### src/common/isaPkg.sv
`default_nettype none

package isaPkg;

    // major opcodes
    localparam logic [5:0] OP_SPECIAL = 6'h00;
    localparam logic [5:0] OP_ADDIU   = 6'h09;
    localparam logic [5:0] OP_SLTI    = 6'h0a;
    localparam logic [5:0] OP_ANDI    = 6'h0c;
    localparam logic [5:0] OP_ORI     = 6'h0d;
    localparam logic [5:0] OP_XORI    = 6'h0e;
    localparam logic [5:0] OP_LUI     = 6'h0f;

    // function field of OP_SPECIAL
    localparam logic [5:0] FN_SLL  = 6'h00;
    localparam logic [5:0] FN_SRL  = 6'h02;
    localparam logic [5:0] FN_ADDU = 6'h21;
    localparam logic [5:0] FN_SUBU = 6'h23;
    localparam logic [5:0] FN_AND  = 6'h24;
    localparam logic [5:0] FN_OR   = 6'h25;
    localparam logic [5:0] FN_XOR  = 6'h26;
    localparam logic [5:0] FN_NOR  = 6'h27;
    localparam logic [5:0] FN_SLT  = 6'h2a;
    localparam logic [5:0] FN_SLTU = 6'h2b;

    // one instruction word, two field layouts
    typedef union packed {
        struct packed {
            logic [5:0] op;
            logic [4:0] rs;
            logic [4:0] rt;
            logic [4:0] rd;
            logic [4:0] shamt;
            logic [5:0] funct;
        } rView;
        struct packed {
            logic [5:0]  op;
            logic [4:0]  rs;
            logic [4:0]  rt;
            logic [15:0] imm;
        } iView;
    } instWord_u;

endpackage

`default_nettype wire

### src/common/pipePkg.sv
`default_nettype none

package pipePkg;

    localparam int XLEN   = 32;
    localparam int REG_AW = 5;

    localparam logic [XLEN-1:0] RESET_PC = 32'hbfc0_0000; // boot vector

    localparam int QUEUE_DEPTH = 4;
    localparam int QCNT_W      = 3; // holds 0..QUEUE_DEPTH

    // micro-ops from decode to execute
    localparam int ALUOP_W = 4;
    localparam logic [ALUOP_W-1:0] ALU_ADD  = 4'd0;
    localparam logic [ALUOP_W-1:0] ALU_SUB  = 4'd1;
    localparam logic [ALUOP_W-1:0] ALU_AND  = 4'd2;
    localparam logic [ALUOP_W-1:0] ALU_OR   = 4'd3;
    localparam logic [ALUOP_W-1:0] ALU_XOR  = 4'd4;
    localparam logic [ALUOP_W-1:0] ALU_NOR  = 4'd5;
    localparam logic [ALUOP_W-1:0] ALU_SLT  = 4'd6;
    localparam logic [ALUOP_W-1:0] ALU_SLTU = 4'd7;
    localparam logic [ALUOP_W-1:0] ALU_SLL  = 4'd8;
    localparam logic [ALUOP_W-1:0] ALU_SRL  = 4'd9;
    localparam logic [ALUOP_W-1:0] ALU_LUI  = 4'd10;

    // operand source in decode
    localparam logic [1:0] FWD_REG = 2'd0;
    localparam logic [1:0] FWD_E   = 2'd1;
    localparam logic [1:0] FWD_W   = 2'd2;

endpackage

`default_nettype wire

### src/fetch/fetchUnit.sv
`timescale 1ns/1ps
`default_nettype none

module fetchUnit (
    input  logic                          clk,
    input  logic                          rstN_i,
    input  logic                          iCacheStall_i,
    input  logic [pipePkg::XLEN-1:0]      inst_i,
    input  logic [pipePkg::QCNT_W-1:0]    qLevel_i,
    output logic [pipePkg::XLEN-1:0]      pcF_o,
    output logic                          instEn_o,
    output logic                          push_o,
    output logic [pipePkg::XLEN-1:0]      pushPc_o,
    output isaPkg::instWord_u             pushInst_o
);
    import pipePkg::*;

    logic              fetchOn;  // low for the first cycle out of reset
    logic              validF2;  // request in flight
    logic [XLEN-1:0]   pcF2;
    logic [QCNT_W-1:0] used;

    // queue entries plus the one still coming back from memory
    assign used = qLevel_i + QCNT_W'(validF2);

    // new request only if it is sure to find a free slot
    assign instEn_o = fetchOn & ~iCacheStall_i & (used < QCNT_W'(QUEUE_DEPTH));

    always_ff @(posedge clk) begin
        if (!rstN_i) begin
            pcF_o   <= RESET_PC;
            validF2 <= 1'b0;
            fetchOn <= 1'b0;
        end else begin
            fetchOn <= 1'b1;
            if (!iCacheStall_i) begin  // both stages hold on a cache stall
                validF2 <= instEn_o;
                if (instEn_o) begin
                    pcF_o <= pcF_o + XLEN'(4);
                end
            end
        end
    end

    always_ff @(posedge clk) begin
        if (!iCacheStall_i && instEn_o) begin
            pcF2 <= pcF_o;
        end
    end

    // returned word is valid in the first unstalled cycle
    assign push_o     = validF2 & ~iCacheStall_i;
    assign pushPc_o   = pcF2;
    assign pushInst_o = inst_i;

endmodule

`default_nettype wire

### src/fetch/instQueue.sv
`timescale 1ns/1ps
`default_nettype none

module instQueue (
    input  logic                          clk,
    input  logic                          rstN_i,
    input  logic                          push_i,
    input  logic [pipePkg::XLEN-1:0]      pushPc_i,
    input  isaPkg::instWord_u             pushInst_i,
    input  logic                          pop_i,
    output logic [pipePkg::QCNT_W-1:0]    level_o,
    output logic                          empty_o,
    output logic [pipePkg::XLEN-1:0]      headPc_o,
    output isaPkg::instWord_u             headInst_o
);
    import pipePkg::*;
    import isaPkg::*;

    logic [XLEN-1:0] pcMem   [QUEUE_DEPTH];
    instWord_u       instMem [QUEUE_DEPTH];

    logic [$clog2(QUEUE_DEPTH)-1:0] rdPtr;
    logic [$clog2(QUEUE_DEPTH)-1:0] wrPtr;
    logic [QCNT_W-1:0]              count;

    always_ff @(posedge clk) begin
        if (!rstN_i) begin
            rdPtr <= '0;
            wrPtr <= '0;
            count <= '0;
        end else begin
            if (push_i) begin
                wrPtr <= wrPtr + 1'b1;  // wraps at depth
            end
            if (pop_i) begin
                rdPtr <= rdPtr + 1'b1;
            end
            count <= count + QCNT_W'(push_i) - QCNT_W'(pop_i);
        end
    end

    always_ff @(posedge clk) begin
        if (push_i) begin
            pcMem[wrPtr]   <= pushPc_i;
            instMem[wrPtr] <= pushInst_i;
        end
    end

    assign level_o    = count;
    assign empty_o    = (count == '0);
    assign headPc_o   = pcMem[rdPtr];
    assign headInst_o = instMem[rdPtr];

endmodule

`default_nettype wire

### src/core/decodeUnit.sv
`timescale 1ns/1ps
`default_nettype none

module decodeUnit (
    input  logic                          dCacheStall_i,
    input  logic                          empty_i,
    input  logic [pipePkg::XLEN-1:0]      headPc_i,
    input  isaPkg::instWord_u             headInst_i,
    input  logic [pipePkg::XLEN-1:0]      rdata1_i,
    input  logic [pipePkg::XLEN-1:0]      rdata2_i,
    input  logic                          regWriteE_i,
    input  logic [pipePkg::REG_AW-1:0]    writeRegE_i,
    input  logic [pipePkg::XLEN-1:0]      resultE_i,
    input  logic                          regWriteW_i,
    input  logic [pipePkg::REG_AW-1:0]    writeRegW_i,
    input  logic [pipePkg::XLEN-1:0]      resultW_i,
    output logic                          pop_o,
    output logic [pipePkg::REG_AW-1:0]    raddr1_o,
    output logic [pipePkg::REG_AW-1:0]    raddr2_o,
    output logic                          validD_o,
    output logic [pipePkg::ALUOP_W-1:0]   aluOpD_o,
    output logic [pipePkg::XLEN-1:0]      srcAD_o,
    output logic [pipePkg::XLEN-1:0]      srcBD_o,
    output logic [pipePkg::REG_AW-1:0]    shamtD_o,
    output logic                          regWriteD_o,
    output logic [pipePkg::REG_AW-1:0]    writeRegD_o,
    output logic [pipePkg::XLEN-1:0]      pcD_o
);
    import pipePkg::*;
    import isaPkg::*;

    logic               known;    // encoding is one of the kept set
    logic               isImm;    // srcB from immediate, dest is rt
    logic               signExt;
    logic [XLEN-1:0]    immExt;
    logic [REG_AW-1:0]  dest;
    logic [1:0]         fwdA;
    logic [1:0]         fwdB;
    logic [XLEN-1:0]    opA;
    logic [XLEN-1:0]    opB;

    // youngest producer wins, reg 0 never has a writer
    function automatic logic [1:0] fwdSel(input logic [REG_AW-1:0] addr);
        if (regWriteE_i && writeRegE_i == addr) begin
            return FWD_E;
        end else if (regWriteW_i && writeRegW_i == addr) begin
            return FWD_W;
        end
        return FWD_REG;
    endfunction

    function automatic logic [XLEN-1:0] fwdData(input logic [1:0] sel,
                                                input logic [XLEN-1:0] regVal);
        case (sel)
            FWD_E:   return resultE_i;
            FWD_W:   return resultW_i;
            default: return regVal;
        endcase
    endfunction

    always_comb begin
        known    = 1'b1;
        isImm    = 1'b1;
        signExt  = 1'b0;
        aluOpD_o = ALU_ADD;
        case (headInst_i.rView.op)
            OP_SPECIAL: begin
                isImm = 1'b0;
                case (headInst_i.rView.funct)
                    FN_ADDU: aluOpD_o = ALU_ADD;
                    FN_SUBU: aluOpD_o = ALU_SUB;
                    FN_AND:  aluOpD_o = ALU_AND;
                    FN_OR:   aluOpD_o = ALU_OR;
                    FN_XOR:  aluOpD_o = ALU_XOR;
                    FN_NOR:  aluOpD_o = ALU_NOR;
                    FN_SLT:  aluOpD_o = ALU_SLT;
                    FN_SLTU: aluOpD_o = ALU_SLTU;
                    FN_SLL:  aluOpD_o = ALU_SLL;
                    FN_SRL:  aluOpD_o = ALU_SRL;
                    default: known = 1'b0;
                endcase
            end
            OP_ADDIU: signExt = 1'b1;
            OP_SLTI: begin
                signExt  = 1'b1;
                aluOpD_o = ALU_SLT;
            end
            OP_ANDI: aluOpD_o = ALU_AND;
            OP_ORI:  aluOpD_o = ALU_OR;
            OP_XORI: aluOpD_o = ALU_XOR;
            OP_LUI:  aluOpD_o = ALU_LUI;  // shifted up in execute
            default: known = 1'b0;
        endcase
    end

    assign immExt = signExt ? {{(XLEN-16){headInst_i.iView.imm[15]}}, headInst_i.iView.imm}
                            : {{(XLEN-16){1'b0}}, headInst_i.iView.imm};
    assign dest   = isImm ? headInst_i.iView.rt : headInst_i.rView.rd;

    assign raddr1_o = headInst_i.rView.rs;
    assign raddr2_o = headInst_i.rView.rt;

    assign fwdA = fwdSel(raddr1_o);
    assign fwdB = fwdSel(raddr2_o);
    assign opA  = fwdData(fwdA, rdata1_i);
    assign opB  = fwdData(fwdB, rdata2_i);

    assign pop_o       = ~empty_i & ~dCacheStall_i;
    assign validD_o    = ~empty_i;
    assign srcAD_o     = opA;
    assign srcBD_o     = isImm ? immExt : opB;
    assign shamtD_o    = headInst_i.rView.shamt;
    assign regWriteD_o = validD_o & known & (dest != '0);  // unknown or $0 is a bubble
    assign writeRegD_o = dest;
    assign pcD_o       = headPc_i;

endmodule

`default_nettype wire

### src/core/regFile.sv
`timescale 1ns/1ps
`default_nettype none

module regFile (
    input  logic                          clk,
    input  logic                          rstN_i,
    input  logic                          we_i,
    input  logic [pipePkg::REG_AW-1:0]    waddr_i,
    input  logic [pipePkg::XLEN-1:0]      wdata_i,
    input  logic [pipePkg::REG_AW-1:0]    raddr1_i,
    input  logic [pipePkg::REG_AW-1:0]    raddr2_i,
    output logic [pipePkg::XLEN-1:0]      rdata1_o,
    output logic [pipePkg::XLEN-1:0]      rdata2_o
);
    import pipePkg::*;

    logic [XLEN-1:0] regs [1:31];  // $0 has no storage

    always_ff @(posedge clk) begin
        if (!rstN_i) begin
            for (int i = 1; i < 32; i++) begin
                regs[i] <= '0;
            end
        end else if (we_i && waddr_i != '0) begin
            regs[waddr_i] <= wdata_i;
        end
    end

    assign rdata1_o = (raddr1_i == '0) ? '0 : regs[raddr1_i];
    assign rdata2_o = (raddr2_i == '0) ? '0 : regs[raddr2_i];

endmodule

`default_nettype wire

### src/core/execUnit.sv
`timescale 1ns/1ps
`default_nettype none

module execUnit (
    input  logic                          clk,
    input  logic                          rstN_i,
    input  logic                          dCacheStall_i,
    input  logic                          validD_i,
    input  logic [pipePkg::ALUOP_W-1:0]   aluOpD_i,
    input  logic [pipePkg::XLEN-1:0]      srcAD_i,
    input  logic [pipePkg::XLEN-1:0]      srcBD_i,
    input  logic [pipePkg::REG_AW-1:0]    shamtD_i,
    input  logic                          regWriteD_i,
    input  logic [pipePkg::REG_AW-1:0]    writeRegD_i,
    input  logic [pipePkg::XLEN-1:0]      pcD_i,
    output logic                          regWriteE_o,
    output logic [pipePkg::REG_AW-1:0]    writeRegE_o,
    output logic [pipePkg::XLEN-1:0]      resultE_o,
    output logic                          regWriteW_o,
    output logic [pipePkg::REG_AW-1:0]    writeRegW_o,
    output logic [pipePkg::XLEN-1:0]      resultW_o,
    output logic [pipePkg::XLEN-1:0]      debugWbPc_o,
    output logic [3:0]                    debugWbRfWen_o,
    output logic [pipePkg::REG_AW-1:0]    debugWbRfWnum_o,
    output logic [pipePkg::XLEN-1:0]      debugWbRfWdata_o
);
    import pipePkg::*;

    logic [ALUOP_W-1:0] aluOpE;
    logic [XLEN-1:0]    srcAE;
    logic [XLEN-1:0]    srcBE;
    logic [REG_AW-1:0]  shamtE;
    logic [XLEN-1:0]    pcE;
    logic [XLEN-1:0]    pcW;

    // control bits of E and W, a bubble enters when nothing was popped
    always_ff @(posedge clk) begin
        if (!rstN_i) begin
            regWriteE_o <= 1'b0;
            regWriteW_o <= 1'b0;
        end else if (!dCacheStall_i) begin
            regWriteE_o <= regWriteD_i;
            regWriteW_o <= regWriteE_o;
        end
    end

    // execute payload only follows real instructions
    always_ff @(posedge clk) begin
        if (!dCacheStall_i && validD_i) begin
            aluOpE      <= aluOpD_i;
            srcAE       <= srcAD_i;
            srcBE       <= srcBD_i;
            shamtE      <= shamtD_i;
            writeRegE_o <= writeRegD_i;
            pcE         <= pcD_i;
        end
    end

    always_comb begin
        case (aluOpE)
            ALU_ADD:  resultE_o = srcAE + srcBE;
            ALU_SUB:  resultE_o = srcAE - srcBE;
            ALU_AND:  resultE_o = srcAE & srcBE;
            ALU_OR:   resultE_o = srcAE | srcBE;
            ALU_XOR:  resultE_o = srcAE ^ srcBE;
            ALU_NOR:  resultE_o = ~(srcAE | srcBE);
            ALU_SLT:  resultE_o = {{(XLEN-1){1'b0}}, $signed(srcAE) < $signed(srcBE)};
            ALU_SLTU: resultE_o = {{(XLEN-1){1'b0}}, srcAE < srcBE};
            ALU_SLL:  resultE_o = srcBE << shamtE;  // shifts take rt
            ALU_SRL:  resultE_o = srcBE >> shamtE;
            ALU_LUI:  resultE_o = {srcBE[15:0], 16'b0};
            default:  resultE_o = '0;
        endcase
    end

    always_ff @(posedge clk) begin
        if (!dCacheStall_i) begin
            writeRegW_o <= writeRegE_o;
            resultW_o   <= resultE_o;
            pcW         <= pcE;
        end
    end

    // write only lands while the back end moves
    assign debugWbRfWen_o   = {4{regWriteW_o & ~dCacheStall_i}};
    assign debugWbPc_o      = pcW;
    assign debugWbRfWnum_o  = writeRegW_o;
    assign debugWbRfWdata_o = resultW_o;

endmodule

`default_nettype wire

### src/mipsCore.sv
`timescale 1ns/1ps
`default_nettype none

module mipsCore (
    input  logic                          clk,
    input  logic                          rstN_i,
    input  logic                          iCacheStall_i,
    input  logic                          dCacheStall_i,
    input  logic [pipePkg::XLEN-1:0]      inst_i,
    output logic [pipePkg::XLEN-1:0]      pcF_o,
    output logic                          instEn_o,
    output logic [pipePkg::XLEN-1:0]      debugWbPc_o,
    output logic [3:0]                    debugWbRfWen_o,
    output logic [pipePkg::REG_AW-1:0]    debugWbRfWnum_o,
    output logic [pipePkg::XLEN-1:0]      debugWbRfWdata_o
);
    import pipePkg::*;
    import isaPkg::*;

    logic               push;
    logic [XLEN-1:0]    pushPc;
    instWord_u          pushInst;
    logic [QCNT_W-1:0]  qLevel;
    logic               qEmpty;
    logic [XLEN-1:0]    headPc;
    instWord_u          headInst;
    logic               pop;
    logic [REG_AW-1:0]  raddr1;
    logic [REG_AW-1:0]  raddr2;
    logic [XLEN-1:0]    rdata1;
    logic [XLEN-1:0]    rdata2;
    logic               validD;
    logic [ALUOP_W-1:0] aluOpD;
    logic [XLEN-1:0]    srcAD;
    logic [XLEN-1:0]    srcBD;
    logic [REG_AW-1:0]  shamtD;
    logic               regWriteD;
    logic [REG_AW-1:0]  writeRegD;
    logic [XLEN-1:0]    pcD;
    logic               regWriteE;
    logic [REG_AW-1:0]  writeRegE;
    logic [XLEN-1:0]    resultE;
    logic               regWriteW;
    logic [REG_AW-1:0]  writeRegW;
    logic [XLEN-1:0]    resultW;

    fetchUnit u_fetchUnit (
        .clk(clk), .rstN_i(rstN_i), .iCacheStall_i(iCacheStall_i),
        .inst_i(inst_i), .qLevel_i(qLevel),
        .pcF_o(pcF_o), .instEn_o(instEn_o),
        .push_o(push), .pushPc_o(pushPc), .pushInst_o(pushInst)
    );

    instQueue u_instQueue (
        .clk(clk), .rstN_i(rstN_i),
        .push_i(push), .pushPc_i(pushPc), .pushInst_i(pushInst), .pop_i(pop),
        .level_o(qLevel), .empty_o(qEmpty), .headPc_o(headPc), .headInst_o(headInst)
    );

    decodeUnit u_decodeUnit (
        .dCacheStall_i(dCacheStall_i),
        .empty_i(qEmpty), .headPc_i(headPc), .headInst_i(headInst),
        .rdata1_i(rdata1), .rdata2_i(rdata2),
        .regWriteE_i(regWriteE), .writeRegE_i(writeRegE), .resultE_i(resultE),
        .regWriteW_i(regWriteW), .writeRegW_i(writeRegW), .resultW_i(resultW),
        .pop_o(pop), .raddr1_o(raddr1), .raddr2_o(raddr2),
        .validD_o(validD), .aluOpD_o(aluOpD), .srcAD_o(srcAD), .srcBD_o(srcBD),
        .shamtD_o(shamtD), .regWriteD_o(regWriteD), .writeRegD_o(writeRegD), .pcD_o(pcD)
    );

    // write port shares the debug enable condition
    regFile u_regFile (
        .clk(clk), .rstN_i(rstN_i),
        .we_i(debugWbRfWen_o[0]), .waddr_i(writeRegW), .wdata_i(resultW),
        .raddr1_i(raddr1), .raddr2_i(raddr2),
        .rdata1_o(rdata1), .rdata2_o(rdata2)
    );

    execUnit u_execUnit (
        .clk(clk), .rstN_i(rstN_i), .dCacheStall_i(dCacheStall_i),
        .validD_i(validD), .aluOpD_i(aluOpD), .srcAD_i(srcAD), .srcBD_i(srcBD),
        .shamtD_i(shamtD), .regWriteD_i(regWriteD), .writeRegD_i(writeRegD), .pcD_i(pcD),
        .regWriteE_o(regWriteE), .writeRegE_o(writeRegE), .resultE_o(resultE),
        .regWriteW_o(regWriteW), .writeRegW_o(writeRegW), .resultW_o(resultW),
        .debugWbPc_o(debugWbPc_o), .debugWbRfWen_o(debugWbRfWen_o),
        .debugWbRfWnum_o(debugWbRfWnum_o), .debugWbRfWdata_o(debugWbRfWdata_o)
    );

endmodule

`default_nettype wire

### config.mk
export PLATFORM = sky130hd
export DESIGN_NAME = mipsCore
export DESIGN_NICKNAME = d
export VERILOG_FILES = /design/src/common/isaPkg.sv /design/src/common/pipePkg.sv /design/src/fetch/fetchUnit.sv /design/src/fetch/instQueue.sv /design/src/core/decodeUnit.sv /design/src/core/regFile.sv /design/src/core/execUnit.sv /design/src/mipsCore.sv
export SDC_FILE = /design/constraint.sdc
export NUM_CORES = 2
export LEC_CHECK = 0
export BUFFER_PORTS_ARGS = -buffer_cell sky130_fd_sc_hd__buf_2
export CAP_MARGIN = 20
export CORE_ASPECT_RATIO = 1.4
export CORE_UTILIZATION = 55
export DETAILED_ROUTE_END_ITERATION = 8
export PLACE_DENSITY = 0.77
export SLEW_MARGIN = 20
export SYNTH_ARGS = -nofsm -noshare
export SYNTH_HDL_FRONTEND = slang
export SYNTH_SLANG_ARGS = --single-unit
export TNS_END_PERCENT = 10
### constraint.sdc
create_clock -name clk -period 12.5 [get_ports clk]
set_input_delay 1.25 -clock clk [delete_from_list [all_inputs] [get_ports clk]]
set_output_delay 1.25 -clock clk [all_outputs]
set_load 0.01 [all_outputs]
==> impl_metrics.toml <==
[detailed_routing]
dr.max_layer_used = "met5"
vias = 60500
dr.first_iter.drc_count = 9373
viasPerCell = 7.24
drtPass1Iterations = 8
wl_met1_um = 90600
wl_met2_um = 139000
wire_per_inst_um = 35.9
routed_wl_um = 300000
dr_wl_met3_um = 37300
drtAntennaViolNets = 0
drc = 0

[critical_path]
start_kind = "flip-flop"
worstSetupEndpointType = "flip-flop"
arrival_ps = 6210
path_class = "flip-flop to flip-flop"
crit_path_max_fanout = 88
required_ps = 13010

[cts]
tritoncts = "built"
cts_setup_buffers = 0
path_clk_slew_ps = 70
htreeDepth = 4
clkLatencyLatePin_ps = 820
cts_sinks = 1520
cts_root_buffer = "clkbuf_16"
clock_path_buffers = 3
cts_buffers = 138
cts_resized = 0
ctsHoldBuffers = 0

[synthesis]
synth_area_mm2 = 0.0827
synth_cell_types = 80
synth_top_cell_area_share = 0.536
yosysTopAreaCell = "edfxtp_1"
synth-seq-cells = 1520
synth_edf_count = 1477
syn_area_per_cell_um2 = 13.1
synth.area.top_cells = "edfxtp_1 (54%), mux4_2 (15%), and2_1 (8.1%), nand2_1 (2.9%), clkbuf_1 (1.7%)"
ys_seq_area_frac = 0.546
syn-instance-count = 6325
ys.flop_type = "edfxtp_1"
async_flop_share = 0
yosysWarnings = 0

[timing]
hold_ws_ps = 409
fin_skew_ps = 38.5
worst_slew_pin_slew_ps = 1260
max_freq_mhz = 175
fin_crit_sh = 0.456
period_minus_slack_ps = 5700
setup_tns_ps = 0
hold_violations = 0
drv_slew = 0
setup_violations = 0
maxSlewHeadroom = 0.153
rsz0062_at_grt = "false"

[floorplan]
rows = 168
die_h_um = 461
start_util = 0.554
dieArea_mm2 = 0.152
core_mm2 = 0.149
fp.dieW_um = 330
io-pin-count = 142

[global_route]
grt_pass1_wl_um = 422000
grt_max_degree = 110
grt_usage = 0.394
grt_overflow = 0
grt_pass1_vias = 59600
antenna_found_initial = 20

[cells_and_area]
nets = 6426
final_cell_mix = "edfxtp_1 (1477), and2_1 (1067), nand2_1 (643)"
drive_above_1_share = 0.198
final_common_cell = "edfxtp_1"
nFillCells = 11100
syn2layout_area_growth_pct = 9.33
final_util = 0.605

[pwr]
p_leak_nw = 32.1
power_w = 0.0188
powerDensity_mw_per_mm2 = 207
power.net_switching_w = 0.00767
p_seq_frac = 0.346
ir_drop_mv = 0.148
p_int_w = 0.0111
pwr-share-clk = 0.233
combPwrFrac = 0.421
swShare = 0.409

[run_status]
status = "completed"

[placement]
dp_hpwl_um = 190000
portBuffers = 137
place.gp.congestion = 1.05

[flow_run]
drv_cap = 0

[min_path]
hp-class = "flip-flop to flip-flop"
min_from = "u_execUnit.pcE[22]$_DFFE_PP_"
-- routing by layer --
metal	vias to the layer above	global-route usage
li1	23800	-
met1	29600	0.438
met2	5244	0.615
met3	1766	0.113
met4	12	0.358
met5	-	0
-- layout make-up --
| type | instances | area (um^2) | share of cell area |
|---|---|---|---|
| diodes | 10 | 25.0 | 0.000277 |
| clock buffers | 164 | 3570 | 0.0395 |
| clock inverters | 86 | 1000 | 0.0111 |
| inverters | 113 | 425 | 0.00470 |
| multi-input cells | 4150 | 35300 | 0.390 |
| flip-flops and latches | 1520 | 45200 | 0.500 |
| well taps | 1955 | 2450 | 0.0270 |
| repair buffers | 356 | 2470 | 0.0273 |
-- flip-flops by register name, indices dropped and copies added, names as in the netlist, 30 cells and up, named ones only --
name / flops
u_execUnit.debugWbRfWdata_o: 32
u_fetchUnit.pushPc_o: 30
u_instQueue.pcMem: 120
u_execUnit.debugWbPc_o: 30
u_execUnit.pcE: 30
u_instQueue.instMem: 128
u_execUnit.srcBE: 32
u_regFile.regs: 1024
u_fetchUnit.pcF_o: 30
u_execUnit.srcAE: 32
-- power by group through the flow --
stage / Combinational [W] / Sequential, W / Clock [W]
after floorplan: 0.00477 / 0.00642 / 0
after global placement: 0.00740 / 0.00656 / 0
after detailed placement: 0.00748 / 0.00658 / 0
after CTS: 0.00751 / 0.00647 / 0.00437
after global routing: 0.00810 / 0.00649 / 0.00454
final: 0.00790 / 0.00649 / 0.00437
-- through the flow --
step	area [um^2]	worst slack, ps	cells
after floorplan	82900	4670	6360
after global placement	85700	6850	8084
after detailed placement	85700	6820	8087
after CTS	90300	6780	8337
after global routing	90400	6410	8345
final	90500	6800	8354
-- cells in the mapped netlist (all sizes together), types with 54 or more instances --
cell    number
mux4       566
nor2       220
and2      1071
ha         108
inv        113
a22oi       54
nand3      147
buf        203
edfxtp    1477
and3        58
a211oi      90
clkbuf     374
a21oi      155
o21ai      169
a31oi       89
mux2i      111
nand2      643
-- worst max-delay path, stage by stage, from the launching register on --
cell,delay (ps)
dfxtp_2,310
buf_4,600
mux4_4,1190
buf_4,730
buf_12,570
mux4_2,600
nand2_1,80
nand3_1,80
nand3_1,140
a21oi_1,200
a211oi_1,590
o211ai_1,180
-- cells by family after synthesis --
family	count (synthesis)	synth area share
AND/OR/NAND/NOR	2356	0.150
flip-flops	1520	0.546
AO/OA/AOI/OAI	887	0.0734
multiplexers	692	0.170
buffers and inverters	690	0.0365
adder cells (fa/ha/maj)	111	0.0171
XOR/XNOR	68	0.00720
other	1	0.0000453
-- worst paths after layout --
| path | end | slack, ps | cells after the start |
|---|---|---|---|
| min | u_execUnit.debugWbPc_o[22]$_DFFE_PN_ | 410 | 0 |
| min reg2reg | u_execUnit.debugWbPc_o[22]$_DFFE_PN_ | 410 | 0 |
| max reg2reg | u_execUnit.srcBE[30]$_DFFE_PP_ | 6800 | 11 |
| max | u_execUnit.srcBE[30]$_DFFE_PP_ | 6800 | 11 |
Note: power is estimated with default switching activity, not from simulation.
